$ cat src/verilog/bus_pkg.sv
package bus_pkg;

    // Bus geometry
    localparam int N_MASTERS = 3;
    localparam int ADDR_W    = 6;
    localparam int DATA_W    = 16;

    localparam int MEM_DEPTH   = 2 ** ADDR_W;  // One word per address
    localparam int MEM_LATENCY = 2;            // Grant visible to ack, in cycles

    // One bit per master, used for both requests and grants
    typedef logic [N_MASTERS-1:0] arb_vector;

    typedef logic [ADDR_W-1:0] addr_t;
    typedef logic [DATA_W-1:0] data_t;

    localparam arb_vector NO_GRANT = '0;  // Also reads as "no request"

endpackage

$ cat src/verilog/bus_if.sv
`timescale 1ns/100ps

// Shared command path from the multiplexer to the memory target
interface bus_if;

    logic           valid;  // A granted command is on the bus
    logic           write;  // 1 = write, 0 = read
    bus_pkg::addr_t addr;
    bus_pkg::data_t wdata;

    logic           ack;    // One-cycle transfer completion
    bus_pkg::data_t rdata;  // Valid in the ack cycle

    modport initiator (
        output valid,
        output write,
        output addr,
        output wdata,
        input  ack,
        input  rdata
    );

    modport target (
        input  valid,
        input  write,
        input  addr,
        input  wdata,
        output ack,
        output rdata
    );

endinterface

$ cat src/verilog/bus_arbiter.sv
`timescale 1ns/100ps

module bus_arbiter (
    input  logic               clk,
    input  logic               reset,
    input  bus_pkg::arb_vector bus_req,
    input  logic               bus_ack,
    output bus_pkg::arb_vector bus_grant
);

    typedef enum logic {
        READY,
        BUSY
    } arb_state_t;

    arb_state_t         state;
    bus_pkg::arb_vector done_mask;    // Master finishing this cycle
    bus_pkg::arb_vector masked_req;
    bus_pkg::arb_vector pick;         // Lowest-numbered eligible requester

    // Finishing master sits out the re-arbitration on its own ack
    assign done_mask  = (state == BUSY && bus_ack) ? bus_grant : bus_pkg::NO_GRANT;
    assign masked_req = bus_req & ~done_mask;

    always_comb begin : prio_enc
        logic found;
        found = 1'b0;
        pick  = bus_pkg::NO_GRANT;
        for (int i = 0; i < bus_pkg::N_MASTERS; i++) begin
            if (!found && masked_req[i]) begin
                pick[i] = 1'b1;
                found   = 1'b1;
            end
        end
    end

    always_ff @(posedge clk or posedge reset) begin
        if (reset) begin
            state     <= READY;
            bus_grant <= bus_pkg::NO_GRANT;
        end else begin
            case (state)
                READY: begin
                    if (pick != bus_pkg::NO_GRANT) begin
                        state     <= BUSY;
                        bus_grant <= pick;
                    end
                end
                BUSY: begin
                    if (bus_ack) begin          // Transfer done, hand over
                        bus_grant <= pick;
                        if (pick == bus_pkg::NO_GRANT) begin
                            state <= READY;
                        end
                    end
                end
                default: begin
                    state     <= READY;
                    bus_grant <= bus_pkg::NO_GRANT;
                end
            endcase
        end
    end

    // At most one owner at any time
    a_grant_onehot: assert property (
        @(posedge clk) disable iff (reset) $onehot0(bus_grant));

    // Owner keeps the bus until the memory acknowledges
    a_grant_hold: assert property (
        @(posedge clk) disable iff (reset)
        (bus_grant != bus_pkg::NO_GRANT && !bus_ack) |=> $stable(bus_grant));

    for (genvar g = 0; g < bus_pkg::N_MASTERS; g++) begin : g_rise_chk
        // No grant without a request one cycle earlier
        a_grant_had_req: assert property (
            @(posedge clk) disable iff (reset)
            $rose(bus_grant[g]) |-> $past(bus_req[g]));
    end

endmodule

$ cat src/verilog/bus_mux.sv
`timescale 1ns/100ps

module bus_mux (
    input  bus_pkg::arb_vector                         bus_grant,
    input  logic           [bus_pkg::N_MASTERS-1:0]    m_write,
    input  bus_pkg::addr_t [bus_pkg::N_MASTERS-1:0]    m_addr,
    input  bus_pkg::data_t [bus_pkg::N_MASTERS-1:0]    m_wdata,
    bus_if.initiator                                   bus
);

    // Grant is one-hot, so at most one master's fields pass
    always_comb begin
        bus.valid = (bus_grant != bus_pkg::NO_GRANT);
        bus.write = 1'b0;
        bus.addr  = '0;
        bus.wdata = '0;
        for (int i = 0; i < bus_pkg::N_MASTERS; i++) begin
            if (bus_grant[i]) begin
                bus.write = m_write[i];
                bus.addr  = m_addr[i];
                bus.wdata = m_wdata[i];
            end
        end
    end

endmodule

$ cat src/verilog/bus_memory.sv
`timescale 1ns/100ps

module bus_memory (
    input  logic  clk,
    input  logic  reset,
    bus_if.target bus
);

    localparam int CNT_W = $clog2(bus_pkg::MEM_LATENCY + 1);

    bus_pkg::data_t mem [bus_pkg::MEM_DEPTH];

    logic [CNT_W-1:0] cnt;       // Cycles of valid seen in this transfer
    logic             ack_q;
    bus_pkg::data_t   rdata_q;

    assign bus.ack   = ack_q;
    assign bus.rdata = rdata_q;

    // Latency counter, restarts on idle and after every ack
    always_ff @(posedge clk or posedge reset) begin
        if (reset) begin
            cnt   <= '0;
            ack_q <= 1'b0;
        end else if (!bus.valid || ack_q) begin
            cnt   <= '0;
            ack_q <= 1'b0;
        end else if (cnt == CNT_W'(bus_pkg::MEM_LATENCY - 1)) begin
            cnt   <= '0;
            ack_q <= 1'b1;                  // Ack lands MEM_LATENCY after valid
        end else begin
            cnt <= cnt + 1'b1;
        end
    end

    // Read data sampled before the ack cycle, so a same-cycle write is not seen
    always_ff @(posedge clk) begin
        if (bus.valid && !ack_q && cnt == CNT_W'(bus_pkg::MEM_LATENCY - 1)) begin
            rdata_q <= mem[bus.addr];
        end
    end

    always_ff @(posedge clk) begin
        if (ack_q && bus.write) begin
            mem[bus.addr] <= bus.wdata;     // Write commits at the end of ack
        end
    end

    // Arbiter must still be granting when the memory answers
    a_ack_needs_valid: assert property (
        @(posedge clk) disable iff (reset) bus.ack |-> bus.valid);

    a_ack_one_cycle: assert property (
        @(posedge clk) disable iff (reset) bus.ack |=> !bus.ack);

endmodule

$ cat src/verilog/shared_bus_top.sv
`timescale 1ns/100ps

module shared_bus_top (
    input  logic                                       clk,
    input  logic                                       reset,
    input  bus_pkg::arb_vector                         bus_req,
    input  logic           [bus_pkg::N_MASTERS-1:0]    m_write,
    input  bus_pkg::addr_t [bus_pkg::N_MASTERS-1:0]    m_addr,
    input  bus_pkg::data_t [bus_pkg::N_MASTERS-1:0]    m_wdata,
    output bus_pkg::arb_vector                         bus_grant,
    output logic                                       bus_ack,
    output bus_pkg::data_t                             rdata
);

    bus_if bus ();

    bus_arbiter u_arbiter (
        .clk       (clk),
        .reset     (reset),
        .bus_req   (bus_req),
        .bus_ack   (bus.ack),
        .bus_grant (bus_grant)
    );

    bus_mux u_mux (
        .bus_grant (bus_grant),
        .m_write   (m_write),
        .m_addr    (m_addr),
        .m_wdata   (m_wdata),
        .bus       (bus.initiator)
    );

    bus_memory u_memory (
        .clk   (clk),
        .reset (reset),
        .bus   (bus.target)
    );

    assign bus_ack = bus.ack;
    assign rdata   = bus.rdata;     // Meaningful only while bus_ack is high

endmodule

$ cat config.mk
export PLATFORM = sky130hd
export DESIGN_NAME = shared_bus_top
export DESIGN_NICKNAME = d
export VERILOG_FILES = /design/src/verilog/bus_pkg.sv /design/src/verilog/bus_if.sv /design/src/verilog/bus_arbiter.sv /design/src/verilog/bus_mux.sv /design/src/verilog/bus_memory.sv /design/src/verilog/shared_bus_top.sv
export SDC_FILE = /design/constraint.sdc
export NUM_CORES = 1
export LEC_CHECK = 0
export BUFFER_PORTS_ARGS = -buffer_cell sky130_fd_sc_hd__buf_2
export CELL_PAD_IN_SITES_DETAIL_PLACEMENT = 1
export CELL_PAD_IN_SITES_GLOBAL_PLACEMENT = 1
export CORE_AREA = 3 3 272 274
export DETAILED_ROUTE_END_ITERATION = 12
export DIE_AREA = 0 0 275 277
export PLACE_DENSITY_LB_ADDON = 0.1
export SYNTH_ARGS = -nofsm -noshare
export SYNTH_HDL_FRONTEND = slang
export SYNTH_SLANG_ARGS = --single-unit
$ cat constraint.sdc
create_clock -name clk -period 8.7 [get_ports clk]
set_input_delay 1.305 -clock clk [delete_from_list [all_inputs] [get_ports clk]]
set_output_delay 1.305 -clock clk [all_outputs]
set_load 0.01 [all_outputs]
==> results.md, run 1 <==
* Antenna Nets Post-Route at 0
* Synth top area share at between 70% and 80%
* Largest net degree at the start of global routing at about 150
* Crit-path max FO at slightly below 70
* Global route overflow at 0
* WHS at 479 ps
* Vias per inst at 7.04
* Total track usage at around 36%
* Final setup viols at 0
* Endpoints failing hold at 0
* Peak supply drop at 0.000614 V
* Leakage at between 15 and 20 nW
* GPL Wtd Cong at 0.949
* Nets at 2814
* Worst hold path depth at 1
* Crit path required time at 9040 ps
* Most numerous cell in the Yosys netlist: edfxtp_1
* Clk slew on worst S/H paths at 60 ps
* DRC errors left at 0
* Achievable Freq at between 150 and 200 MHz
* Synthesized netlist cell count at 2595
* Postcts setup bufs at 0
* # hold bufs at CTS at 0
* Layout cell share with drive strength beyond 1 at between 10% and 20%
* Core outline area at 71600 µm²
* Worst skew pair latency at roughly 670 ps
* Vias in the first global route at 27000
* WL final at 136 mm
* Commonest cells in the netlist: 1040 x edfxtp_1, 354 x nand2_1, 180 x a21oi_1, 97 x nor2_1, 94 x a22oi_1
* First-pass GRT wire length at 195 mm
* Via count at 26600
* IO buf count at 93
* Synth top area cells: edfxtp_1 75%, mux4_2 3.5%, nand2_1 3.2%
* Count of cell types in the netlist at 69
* R2R setup slack at 3400 ps
* RSZ-0062 raised after global routing: false
* H-Tree Depth at 3
* CTS buffer count at 104
* Area Growth Syn to Fin at 12.3%
* Clock skew at ~20 ps
* Die area at 76200 µm²
* Row count at about 100
* Post-DP HPWL at 81.2 mm
* Root buf cell: clkbuf_16
* Synthesized flop and latch total at 1047
* Worst setup EP type: register
* Max_slew headroom at 4.55%
* Routed length per instance at 36.0 µm
* Die H at 277 µm
* Post-CTS Resized at 0
* Outcome: completed
* # clock sinks at 1047
* CP Data Arrival Time at 5640 ps
* Yosys top cell by area: edfxtp_1
* Total power at 19.6 mW
* Max Slew Vio Count at 0
* Ys async rst share at 0.669%
* Final period util at 60.9%
* Initial Utilization at 58.1%
* Setup CP Type: reg2reg
* Sequential fraction of the synthesis area at 75.5%
* Worst-margin pin slew at between 1000 and 1500 ps
* Pre-antenna DRT Iters at 6
* CTS tree: yes
* IO Count at 94
* Maxcap violations at 0
* CP Launch Type: register
* Syn nets at 2669
* Yosys warns at 0
* Syn avg cell area at 16.0 µm²
* Pwr/cell area at 420 nW/µm²
* Ys flop type: edfxtp_1
* DR iter-0 viols at 3865
* Worst Hold Class: reg2reg
* Fin crit period at 5300 ps
* Worst reg2reg path depth at 6
* Synthesized cell area at roughly 42000 µm²
* Die width at approximately 280 µm
* Initial antenna violation count at 15
* Number of flops mapped to enable cells by yosys at 1040
* Bufs on Longest Clock Path at 3
* Sum Neg Setup Slack at 0 ps
## routing by layer
metal	up-vias	GRT usage, %	share of wire [%]	wire length, µm
li1	10700	-	-	-
met1	13600	47.4	36	48900
met2	1889	55.6	47	64200
met3	403	8.98	11	14800
met4	8	17.8	5.8	7910
met5	-	0	0.037	50
## cells in the final DEF (no fill, tap or decap), types with 6 or more instances in the layout
cell type and n:
o211a_1 7, edfxtp_1 1040, o22ai_1 36, inv_1 7
mux4_2 64, a31oi_1 21, buf_4 109, a211oi_1 24
o21ai_4 19, mux2i_1 80, clkinv_1 32, nand2_1 354
and3_1 16, clkbuf_1 23, o21ai_0 21, a21o_1 6
and2_1 11, nand3_1 67, nor3_1 10, nand4_1 20
clkinv_2 16, buf_2 93, o211ai_1 14, nor2b_1 10
a32oi_1 31, o2bb2ai_1 17, nor2_1 94, a22oi_1 94
a21oi_1 180, or4_1 9, mux2_2 23, a221oi_1 48
dfrtp_1 6, a22o_1 13, clkbuf_16 106, diode_2 7
a311oi_1 10
## flip-flops by register name (all words and copies together), names as in the netlist
register and cells:
u_arbiter.bus_grant 3, u_arbiter.state 1, u_memory.bus.ack 1, u_memory.bus.rdata 16, u_memory.cnt 2, u_memory.mem 1024
## critical path: stages, from the launching register on
cell and delay (ps):
dfrtp_4 1080, nand2b_1 380, o21a_4 400, nor2_1 1050, nand2_1 800, nor2_1 830
buf_4 370
## path summary, 6_finish.rpt
check / end / startpoint
max reg2reg: u_memory.mem[40][0] / u_arbiter.bus_grant[2]
min in group asynchronous: u_memory.cnt[1] / reset
min reg2reg: u_memory.cnt[0] / u_memory.cnt[0]
min: u_memory.cnt[0] / u_memory.cnt[0]
max in group asynchronous: u_arbiter.bus_grant[2] / reset
max: u_memory.mem[40][0] / u_arbiter.bus_grant[2]
## cell families (layout without fill, tap and decap cells)
group / count (synthesis) / in the layout / share of synthesized area [%]
flops: 1047 / 1047 / 75.5
simple gates: 622 / 622 / 6.51
compound gates: 581 / 581 / 9.58
buf+inv: 175 / 402 / 2.23
mux: 170 / 170 / 6.20
other cells: 0 / 7 / 0
## power breakdown
part	internal, mW	switching [mW]	total [mW]
combinational	2.20	6.24	8.44
clock	2.34	1.88	4.22
sequential	6.77	0.192	6.96
## final cells by class
class	instances	area, µm²
Fill cell	6301	24900
Clock inverter	59	389
Tap cell	950	1190
Antenna cell	7	17.5
Multi-Input combinational cell	1373	9560
Sequential cell	1047	31400
Timing Repair Buffer	207	1380
Inverter	7	26.3
Clock buffer	129	2740
## per-stage QoR
step	utilization [%]	instance area, µm²	worst slack (ps)	std cells
2_1_floorplan	-	41600	4070	2595
3_3_place_gp	60.8	43600	3370	3584
3_5_place_dp	60.8	43600	3300	3584
4_1_cts	65.2	46700	3590	3772
5_1_grt	65.2	46700	3340	3772
6_report	65.2	46700	3400	3779
(Power assumes the default switching activity.)
==> run 2: changes to the inputs <==
- CORE_AREA: 3 3 272 274 -> 3 3 299 301
- DIE_AREA: 0 0 275 277 -> 0 0 302 304
- clock period: 8.7 -> 4.4 ns (I/O delays scaled with it)
==> run 2 against run 1 <==
Effect of this change:
- critical path type unchanged
- highest routed layer unchanged
- maximum frequency rose by 28%
- critical path depth rose by 3
- core utilization fell by 9.9 points
==> results.md, run 2 (synthesis results as in run 1) <==
* Outcome: completed
* Post-Place Cells at 3878
* CP Data Arrival Time at 4530 ps
* Sw power at approximately 17 mW
* Fin crit period at 4120 ps
* Max FFs per register at 1024
* Worst-margin pin slew at 1240 ps
* Largest Register: u_memory.mem
* GR Layer Usage met1 at 42.1%
* Worst skew pair latency at 700 ps
* IO Count at 94
* Slowest CP cell: dfrtp_1
* GPL Wtd Cong at 0.953
* Leakage at ~16 nW
* Maxcap violations at 0
* Total power at 40.3 mW
* Via count at 26300
* Global route overflow at 0
* RSZ-0062 raised after global routing: false
* Largest net degree at the start of global routing at 78
* R2R setup slack at 280 ps
* Power share of the clock group at 22.1%
* Routed length per instance at 34.0 µm
* Clock skew at approximately 39 ps
* WL final at ~140 mm
* Die area at 91800 µm²
* Comb power frac at 44.1%
* Row count at 108
* Die H at 304 µm
* Pre-antenna DRT Iters at 5
* HP Start: bus_req[2]
* Worst hold path depth at 3
* Post-DP HPWL at 88.2 mm
* Vias per inst at 6.44
* Highest-count cells in the layout ignoring fill and taps: 1040 x edfxtp_1, 354 x nand2_1, 184 x buf_4
* Vias in the first global route at 26700
* Most common cell after layout, fill and taps aside: edfxtp_1
* Pwr/cell area at 839 nW/µm²
* IO buf count at 93
* H-Tree Depth at 3
* Cell breakdown of the critical path: and3b_1 -> o21ai_4 -> buf_12 -> buf_4 -> mux4_2 -> nor2b_1 -> a21oi_1 -> o2111a_1 -> nand4_1
* DRC errors left at 0
* Initial Utilization at 47.9%
* Clk slew on worst S/H paths at around 60 ps
* Nets at 2908
* Final period util at 93.7%
* Layout cell share with drive strength beyond 1 at 19.4%
* # clock sinks at around 1000
* Cell family with most CP delay: compound AO/OA/AOI/OAI gates
* Max_slew headroom at 17.4%
* CTS tree: yes
* P_int at 23.6 mW
* Worst reg2reg path depth at 9
* First-pass GRT wire length at 198 mm
* Achievable Freq at 243 MHz
* Worst setup EP type: register
* M2 GR Usage at 47.4%
* Crit-path max FO at 45
* Layout Cells excl Fill at 4084
* Core outline area at 86900 µm²
* Peak supply drop at 0.000824 V
* DR iter-0 viols at 3525
* Worst Hold Class: in2reg
* Postcts setup bufs at 0
* Root buf cell: clkbuf_16
* Area Growth Syn to Fin at 15.5%
* Initial antenna violation count at 15
* Max Slew Vio Count at 0
* M3 GR Usage at 5.19%
* Switching Fraction at 41.6%
* GRT Max-Usage Layer: met2
* Seq pwr share at between 30% and 40%
* Antenna Nets Post-Route at 0
* CP Launch Type: register
* CP bufs+invs at 2
* Final setup viols at 0
* CTS buffer count at 108
* Crit path required time at between 4000 and 5000 ps
* Die width at 302 µm
* Setup CP Type: reg2reg
* Critical Path Max Stage Delay at 670 ps
* Reg-to-reg startpoint: u_arbiter.bus_grant[1]
* Bufs on Longest Clock Path at 3
* Worst r2r dst: u_memory.bus.rdata[2]
* Endpoints failing hold at 0
* Total track usage at a little under a third
* Hold EP: u_arbiter.state
==> run 2: cell type report <==
type	instances	area, µm²
Inverter	7	26.3
Timing Repair Buffer	297	2240
Antenna cell	5	12.5
Multi-Input combinational cell	1373	9540
Fill cell	8069	38800
Tap cell	1155	1450
Clock inverter	62	559
Clock buffer	138	2840
Sequential cell	1047	31400
==> run 2: worst max-delay path by stage <==
stage / startpoint / endpoint / slack [ps] / cells past startpoint
2_1_floorplan: u_arbiter.bus_grant[2] / u_memory.mem[0][1] / -10 / 5
3_3_place_gp: m_addr[0] / u_memory.bus.rdata[2] / 230 / 10
3_5_place_dp: m_addr[0] / u_memory.bus.rdata[2] / 240 / 10
4_1_cts: u_arbiter.bus_grant[1] / u_memory.bus.rdata[2] / 280 / 9
5_1_grt: u_arbiter.bus_grant[1] / u_memory.bus.rdata[2] / 80 / 9
6_report: u_arbiter.bus_grant[1] / u_memory.bus.rdata[2] / 280 / 9
==> run 2: worst min-delay path, cell delays in order <==
cell and delay [ps]:
buf_2 110, nand2_1 60, nand3_1 80
==> run 2: through the flow <==
step	hold slack [ps]	cell area (µm²)	utilization (%)	setup WS, ps	setup TNS (ps)
after detailed placement	459	44600	51.4	235	0
after global placement	440	44600	51.4	230	0
after global routing	262	48000	55.3	80.6	0
final	270	48100	55.3	278	0
after floorplan	426	41600	-	-10.8	-2770
after CTS	224	48000	55.3	279	0
==> run 2: power groups by stage <==
stage | logic [mW] | registers [mW] | clock network (mW)
global route | 18.6 | 13.6 | 9.42
floorplan | 9.48 | 13.9 | 0
finish | 17.8 | 13.6 | 8.90
detailed placement | 17.5 | 13.8 | 0
CTS | 17.6 | 13.6 | 9.02
global placement | 17.2 | 13.8 | 0
==> run 2: routing by layer <==
metal | up-vias | part of all wire (%)
li1 | 10800 | -
met1 | 13900 | 40
met2 | 1296 | 47
met3 | 261 | 8.3
met4 | 4 | 4.6
met5 | - | 0.019
==> run 2: what timing repair did <==
item	in CTS	in global routing
hold buffers	1	0
resized for setup	0	0
endpoints found under the setup margin	0	0
hold endpoints to repair	7	0
